$ cat config.mk
export PLATFORM = sky130hd
export DESIGN_NAME = uart_rx_hub
export DESIGN_NICKNAME = d
export VERILOG_FILES = /design/src/hdl/uart_rx_pkg.sv /design/src/hdl/uart_rx_core.sv /design/src/hdl/rx_write_arbiter.sv /design/src/hdl/rx_entry_fifo.sv /design/src/hdl/uart_rx_hub.sv
export SDC_FILE = /design/constraint.sdc
export NUM_CORES = 1
export LEC_CHECK = 0
export BUFFER_PORTS_ARGS = -buffer_cell sky130_fd_sc_hd__clkbuf_2
export CAP_MARGIN = 20
export CELL_PAD_IN_SITES_DETAIL_PLACEMENT = 1
export CELL_PAD_IN_SITES_GLOBAL_PLACEMENT = 1
export CORE_MARGIN = 1.5
export CORE_UTILIZATION = 23
export DETAILED_ROUTE_END_ITERATION = 10
export PLACE_DENSITY_LB_ADDON = 0.1
export SLEW_MARGIN = 20
export SYNTH_ARGS = -nofsm -noshare
export SYNTH_HDL_FRONTEND = slang
export SYNTH_SLANG_ARGS = --single-unit
$ cat constraint.sdc
create_clock -name clk -period 4.9 [get_ports clk]
set_input_delay 0.245 -clock clk [delete_from_list [all_inputs] [get_ports clk]]
set_output_delay 0.245 -clock clk [all_outputs]
set_load 0.02 [all_outputs]
$ cat src/hdl/uart_rx_pkg.sv
// assumes power-of-two channel count and buffer depth; widths below must match the counts
`default_nettype none

package uart_rx_pkg;

    // channel setup
    localparam int NUM_CH = 4;        // receive channels on the hub
    localparam int CH_W   = 2;        // bits in a channel index

    // shared buffer sizing
    localparam int FIFO_DEPTH = 16;   // entries in the shared receive buffer
    localparam int PTR_W      = 4;    // buffer pointer width, log2 of depth

    // bit period divisor, clocks per bit minus one
    localparam int BAUD_W = 16;

    // receiver FSM, same encoding as the single-channel receiver
    typedef enum logic [1:0] {
        IDLE      = 2'd0,   // line idle, waiting for a falling edge
        START_BIT = 2'd1,   // half-bit wait, then start bit recheck
        DATA_BITS = 2'd2,   // eight data bits, lsb first
        STOP_BIT  = 2'd3    // stop bit must sample high
    } rx_state_e;

    // one buffer entry, 11 bits
    typedef struct packed {
        logic [CH_W-1:0] ch;       // channel that delivered the byte
        logic            overrun;  // later bytes of this channel were lost
        logic [7:0]      data;     // received byte
    } rx_entry_t;

endpackage : uart_rx_pkg

`default_nettype wire

$ cat src/hdl/uart_rx_core.sv
// 8N1 only, rx_pin must already be synchronous to clk; bad stop bit drops the byte silently
`timescale 1ns/1ns
`default_nettype none

module uart_rx_core (
    input  wire                         clk,
    input  wire                         rst_n,     // sync, active low
    input  wire [uart_rx_pkg::CH_W-1:0] ch_id,     // tag for entries from this core
    input  wire [uart_rx_pkg::BAUD_W-1:0] baud_div, // clocks per bit minus one
    input  wire                         rx_pin,    // serial line, idles high
    input  wire                         grant,     // entry taken by the buffer this cycle
    output logic                        hold,      // entry is valid and waiting
    output uart_rx_pkg::rx_entry_t      entry      // holding register
);
    import uart_rx_pkg::*;

    rx_state_e         state;
    logic [BAUD_W-1:0] bit_timer;   // counts down to the next sample point
    logic [2:0]        bit_index;   // data bit being sampled
    logic [7:0]        shift_byte;  // byte under assembly

    logic stop_ok;   // good stop bit sampled on this edge

    // stop sample point with the line high
    assign stop_ok = (state == STOP_BIT) && (bit_timer == '0) && rx_pin;

    // bit timing FSM, count-to-zero like the single-channel receiver
    always_ff @(posedge clk) begin
        if (!rst_n) begin
            state     <= IDLE;
            bit_timer <= '0;
            bit_index <= '0;
        end else begin
            case (state)
                IDLE: begin
                    if (!rx_pin) begin                 // falling edge, maybe a start bit
                        state     <= START_BIT;
                        bit_timer <= baud_div >> 1;    // wait to mid start bit
                        bit_index <= '0;
                    end
                end

                START_BIT: begin
                    if (bit_timer == '0) begin
                        if (!rx_pin) begin             // still low, real start bit
                            state     <= DATA_BITS;
                            bit_timer <= baud_div;
                            bit_index <= '0;
                        end else begin
                            state <= IDLE;             // glitch, ignore it
                        end
                    end else begin
                        bit_timer <= bit_timer - 1'b1;
                    end
                end

                DATA_BITS: begin
                    if (bit_timer == '0) begin
                        bit_timer <= baud_div;         // next mid-bit
                        if (bit_index == 3'd7)
                            state <= STOP_BIT;
                        else
                            bit_index <= bit_index + 1'b1;
                    end else begin
                        bit_timer <= bit_timer - 1'b1;
                    end
                end

                STOP_BIT: begin
                    if (bit_timer == '0)
                        state <= IDLE;                 // good or bad, back to idle
                    else
                        bit_timer <= bit_timer - 1'b1;
                end

                default: state <= IDLE;
            endcase
        end
    end

    // data shifter, sampled at mid-bit
    always_ff @(posedge clk) begin
        if (state == START_BIT && bit_timer == '0)
            shift_byte <= '0;
        else if (state == DATA_BITS && bit_timer == '0)
            shift_byte[bit_index] <= rx_pin;   // lsb arrives first
    end

    // hold flag
    // a byte finishing on the grant cycle refills the register, so hold stays up
    always_ff @(posedge clk) begin
        if (!rst_n)
            hold <= 1'b0;
        else if (stop_ok)
            hold <= 1'b1;
        else if (grant)
            hold <= 1'b0;   // entry left for the buffer
    end

    // holding register payload
    always_ff @(posedge clk) begin
        if (stop_ok) begin
            if (!hold || grant) begin
                entry.ch      <= ch_id;
                entry.overrun <= 1'b0;
                entry.data    <= shift_byte;
            end else begin
                entry.overrun <= 1'b1;   // register busy, new byte is lost
            end
        end
    end

endmodule : uart_rx_core

`default_nettype wire

$ cat src/hdl/rx_write_arbiter.sv
// channel count must be a power of two so the rotating index wraps by truncation
`timescale 1ns/1ns
`default_nettype none

module rx_write_arbiter (
    input  wire                           clk,
    input  wire                           rst_n,   // sync, active low
    input  wire [uart_rx_pkg::NUM_CH-1:0] hold,    // channels with a waiting entry
    input  wire                           full,    // buffer cannot take a write
    output logic [uart_rx_pkg::NUM_CH-1:0] grant,  // one-hot, single cycle
    output logic [uart_rx_pkg::CH_W-1:0]   wr_sel  // index of the granted channel
);
    import uart_rx_pkg::*;

    logic [CH_W-1:0] ptr;   // highest priority channel this cycle

    // rotating priority search starting at ptr
    always_comb begin
        logic [CH_W-1:0] idx;
        logic            found;
        grant  = '0;
        wr_sel = ptr;        // don't care without a grant
        found  = 1'b0;
        for (int i = 0; i < NUM_CH; i++) begin
            idx = ptr + CH_W'(i);   // wraps past the last channel
            if (!found && !full && hold[idx]) begin
                grant[idx] = 1'b1;
                wr_sel     = idx;
                found      = 1'b1;
            end
        end
    end

    // priority moves to the channel after the winner
    always_ff @(posedge clk) begin
        if (!rst_n)
            ptr <= '0;
        else if (|grant)
            ptr <= wr_sel + 1'b1;
    end

endmodule : rx_write_arbiter

`default_nettype wire

$ cat src/hdl/rx_entry_fifo.sv
// wr_en is trusted and must never be high while full; rd_entry is combinational from the array
`timescale 1ns/1ns
`default_nettype none

module rx_entry_fifo (
    input  wire                          clk,
    input  wire                          rst_n,     // sync, active low
    input  wire                          wr_en,     // write strobe, never while full
    input  wire uart_rx_pkg::rx_entry_t  wr_entry,
    input  wire                          rd_en,     // pop request
    output logic                         full,
    output logic                         rd_valid,  // buffer not empty
    output uart_rx_pkg::rx_entry_t       rd_entry   // oldest entry
);
    import uart_rx_pkg::*;

    rx_entry_t        mem [FIFO_DEPTH];   // entry storage
    logic [PTR_W-1:0] wr_ptr;
    logic [PTR_W-1:0] rd_ptr;
    logic [PTR_W:0]   count;              // 0 to FIFO_DEPTH inclusive

    logic pop;   // accepted read

    assign pop      = rd_en && rd_valid;   // rd_en on empty is ignored
    assign full     = (count == (PTR_W+1)'(FIFO_DEPTH));
    assign rd_valid = (count != '0);
    assign rd_entry = mem[rd_ptr];

    // storage write
    always_ff @(posedge clk) begin
        if (wr_en)
            mem[wr_ptr] <= wr_entry;
    end

    // pointers wrap naturally at the power of two depth
    always_ff @(posedge clk) begin
        if (!rst_n) begin
            wr_ptr <= '0;
            rd_ptr <= '0;
        end else begin
            if (wr_en)
                wr_ptr <= wr_ptr + 1'b1;
            if (pop)
                rd_ptr <= rd_ptr + 1'b1;
        end
    end

    // occupancy
    always_ff @(posedge clk) begin
        if (!rst_n) begin
            count <= '0;
        end else begin
            case ({wr_en, pop})
                2'b10:   count <= count + 1'b1;
                2'b01:   count <= count - 1'b1;
                default: count <= count;   // idle, or write and pop together
            endcase
        end
    end

endmodule : rx_entry_fifo

`default_nettype wire

$ cat src/hdl/uart_rx_hub.sv
// all channels share one baud_div; pins are sampled as-is, no synchronizer inside
`timescale 1ns/1ns
`default_nettype none

module uart_rx_hub (
    input  wire                             clk,
    input  wire                             rst_n,     // sync, active low
    input  wire [uart_rx_pkg::BAUD_W-1:0]   baud_div,  // shared bit period
    input  wire [uart_rx_pkg::NUM_CH-1:0]   rx_pin,    // one serial line per channel
    input  wire                             rd_en,     // host pop
    output logic                            rd_valid,  // entry available
    output uart_rx_pkg::rx_entry_t          rd_entry   // oldest entry
);
    import uart_rx_pkg::*;

    logic [NUM_CH-1:0] hold;               // per channel entry waiting
    logic [NUM_CH-1:0] grant;              // one-hot write grant
    logic [CH_W-1:0]   wr_sel;             // winning channel
    rx_entry_t         ch_entry [NUM_CH];  // holding registers
    rx_entry_t         wr_entry;
    logic              wr_en;
    logic              full;

    // one receiver per channel
    for (genvar i = 0; i < NUM_CH; i++) begin : g_ch
        uart_rx_core u_core (
            .clk      (clk),
            .rst_n    (rst_n),
            .ch_id    (CH_W'(i)),
            .baud_div (baud_div),
            .rx_pin   (rx_pin[i]),
            .grant    (grant[i]),
            .hold     (hold[i]),
            .entry    (ch_entry[i])
        );
    end

    rx_write_arbiter u_arb (
        .clk    (clk),
        .rst_n  (rst_n),
        .hold   (hold),
        .full   (full),
        .grant  (grant),
        .wr_sel (wr_sel)
    );

    assign wr_entry = ch_entry[wr_sel];   // winner's entry
    assign wr_en    = |grant;             // grant pulse is the write strobe

    rx_entry_fifo u_fifo (
        .clk      (clk),
        .rst_n    (rst_n),
        .wr_en    (wr_en),
        .wr_entry (wr_entry),
        .rd_en    (rd_en),
        .full     (full),
        .rd_valid (rd_valid),
        .rd_entry (rd_entry)
    );

endmodule : uart_rx_hub

`default_nettype wire

==> results.md <==
- EDFF count, synth: 212
- Critical Path RT: 5360 ps
- Net Sw Frac: 0.336
- # IOs: 35
- H-tree depth: 2
- Seq pwr share: 0.397
- Routability Congestion: 0.734
- Initial Util: 0.233
- Cell taking the most area after synthesis: edfxtp_1
- Post-cts sizing count: 0
- NumNets Final: 1580
- Vias in the first global route: 12700
- Synth Flop Type: edfxtp_1
- Worst-path clk slew: 60 ps
- # setup viols final: 0
- Setup crit start kind: flop
- Total Routing Usage GR: 0.139
- Core area: 73300 um2
- Switching Power: 0.00354 W
- WL/cell: 20.9 um
- Logic pwr share: 0.279
- Port bufs: 34
- Highest clock rate: 231 MHz
- Hold crit path type: input port to flop
- Share of the synthesized area in the top cell type: 0.372
- Commonest non-fill, non-tap cell in the layout: edfxtp_1
- Hold Fails Final Rpt: 0
- CTS Hold Bufs: 0
- DRC errors left: 0
- Global-route wire length before repair: 80600 um
- Ys async rst share: 0
- Crit Path Category: flop to flop
- TNS Setup: 0 ps
- PwrDens: 529 nW/um2
- Syn Std Cell Area: 17100 um2
- Seq/Total Area, Yosys: 0.535
- Relative slew slack: 0.259
- Max-cap violations: 0
- Clk network pwr share: 0.324
- Die height: 276 um
- Most frequent cells in the layout: edfxtp_1, dfxtp_1, nand2_1
- TritonCTS Buffers: 45
- First drt pass iteration count: 4
- Layout cells sized above 1: 0.152
- Diodes inserted: 0
- Clock root buffer: clkbuf_16
- Mapped Cells: 1499
- Post-detail-place hpwl: 34800 um
- Maximum VDD drop: 0.267 mV
- Ys Warns: 0
- Largest net degree at the start of global routing: 55
- Via density: 4.74
- Clk_lat worst skew: 580 ps
- #FFs+latches synth: 351
- Total number of vias: 11900
- CTS tree: built
- RSZ-0062 raised after global routing: false
- Post-CTS Setup Inserts: 0
- Final std cells w/o fill: 2505
- Row cnt: 99
- Fin. max-slew vios: 0
- Overflow after GRT: 0
- Placed cells: 2422
- Antenna Nets Post-Route: 0
- Largest buffer count on any clock path: 3
- Routed wire length: 52400 um
- Area of the die: 76000 um2
- Netlist cell types: 72
- Clock sinks: 351
- Synth area leaders: edfxtp_1, dfxtp_1, mux4_2
- Average cell area after synthesis: 11.4 um2
- Initial antenna violation count: 1
- Slew @ Worst Pin: 1100 ps
- Die Wd: 276 um
- Lkg Pwr: 6.65 nW
- CP endpoint kind: flop
- Final period util: 0.883
- Outcome: complete, no violations
- Crit path DAT: 4790 ps
- Synthesized Nets: 1569
- Synth-to-Final Area Change: 16.3%
- CP max FO: 10
- Final min period: 4330 ps
- DRT iter0 DRCs: 571
- Internal: 0.00699 W
- Worst clock skew: 14.3 ps
-- layout make-up --
class | count | area (um2)
clock buffers | 55 | 1170
clock inverters | 28 | 347
fillers | 8083 | 53400
inverters | 45 | 169
multi-input cells | 998 | 7410
flip-flops and latches | 351 | 9150
well taps | 959 | 1200
repair buffers | 69 | 435
-- routing by layer --
metal / track usage / part of all wire / vias up
met1: 0.180 / 0.46 / 5996
met2: 0.240 / 0.48 / 149
li1: - / - / 5665
met4: 0.0368 / 0.021 / 2
met5: 0 / 0.00023 / -
met3: 0.0226 / 0.037 / 71
-- synth_stat cells (9+ instances only) --
cell	number
clkbuf_1	82
nand3_1	51
nand2b_1	23
edfxtp_1	212
a21oi_1	76
mux2i_1	31
buf_1	12
a211oi_1	18
nor3b_1	10
dfxtp_1	139
nand4_1	11
nand3b_1	18
xnor2_1	34
nor3_1	30
nor2_1	113
ha_1	47
o211ai_1	19
buf_2	11
a221oi_1	16
o21a_1	13
nor2b_1	9
nor4_1	15
o21ai_0	104
inv_1	44
xor2_1	26
and2_1	13
o22ai_1	18
nand2_1	115
a31oi_1	16
mux4_2	66
-- stage by stage --
stage / total power, W / setup WS, ps / hold WS, ps / util / cell area, um2
floorplan: 0.00626 / 567 / 398 / - / 17100
global route: 0.0112 / 112 / 97.9 / 0.271 / 19900
CTS: 0.0107 / 603 / 64.5 / 0.271 / 19900
detailed placement: 0.00724 / 612 / 425 / 0.251 / 18400
finish: 0.0105 / 571 / 106 / 0.271 / 19900
global placement: 0.00716 / 735 / 420 / 0.251 / 18400
-- path summary, 6_finish.rpt --
kind                            slack (ps)  cells after the start                                 startpoint                                end
worst max-delay path                   570                     18                  u_arb.ptr[1]$_SDFFE_PN0P_       u_fifo.count[4]$_SDFFE_PN0P_
worst min-delay path                   110                      3                                  rx_pin[1]   g_ch[1].u_core.hold$_SDFFE_PN0P_
worst max register to register         570                     18                  u_arb.ptr[1]$_SDFFE_PN0P_       u_fifo.count[4]$_SDFFE_PN0P_
worst min register to register         430                      0  g_ch[2].u_core.shift_byte[1]$_SDFFE_PP0P_  g_ch[2].u_core.entry[1]$_DFFE_PP_
-- state kept, by name, indices dropped and copies added, names as in the netlist, 5 cells and up, named ones only --
| signal | flops |
|---|---|
| u_fifo.mem | 176 |
| g_ch.u_core.bit_timer | 64 |
| g_ch.u_core.entry | 36 |
| g_ch.u_core.shift_byte | 32 |
| g_ch.u_core.bit_index | 12 |
| u_fifo.count | 5 |
-- critical path: stages (launching register included) --
cell      delay [ps]
dfxtp_1          550
inv_1            180
ha_1             490
nor4bb_1         330
mux2i_1          110
a21boi_1         470
a311oi_1         250
nand4_1          170
inv_1             70
ha_1             290
xor2_1           180
ha_1             190
a21oi_1          240
nor2b_1           80
o21ai_0          160
a21oi_1           90
o21bai_1         150
xor2_1           160
nor2_1            50
-- cells by family after synthesis --
group	Yosys count	synth area share
fa+ha+maj	47	0.0344
compound gates	340	0.126
buf+inv	150	0.0337
simple gates	452	0.134
mux	99	0.106
flops	351	0.535
xor+xnor	60	0.0307
-- power groups by stage --
stage                     registers [W]  logic, W  clock network, W
after global placement          0.00424   0.00292                 0
after global routing            0.00423   0.00329           0.00366
after detailed placement        0.00425   0.00299                 0
after floorplan                 0.00410   0.00216                 0
after CTS                       0.00419   0.00300           0.00355
final                           0.00418   0.00294           0.00341
No activity file was read; power rests on OpenSTA's default activity.
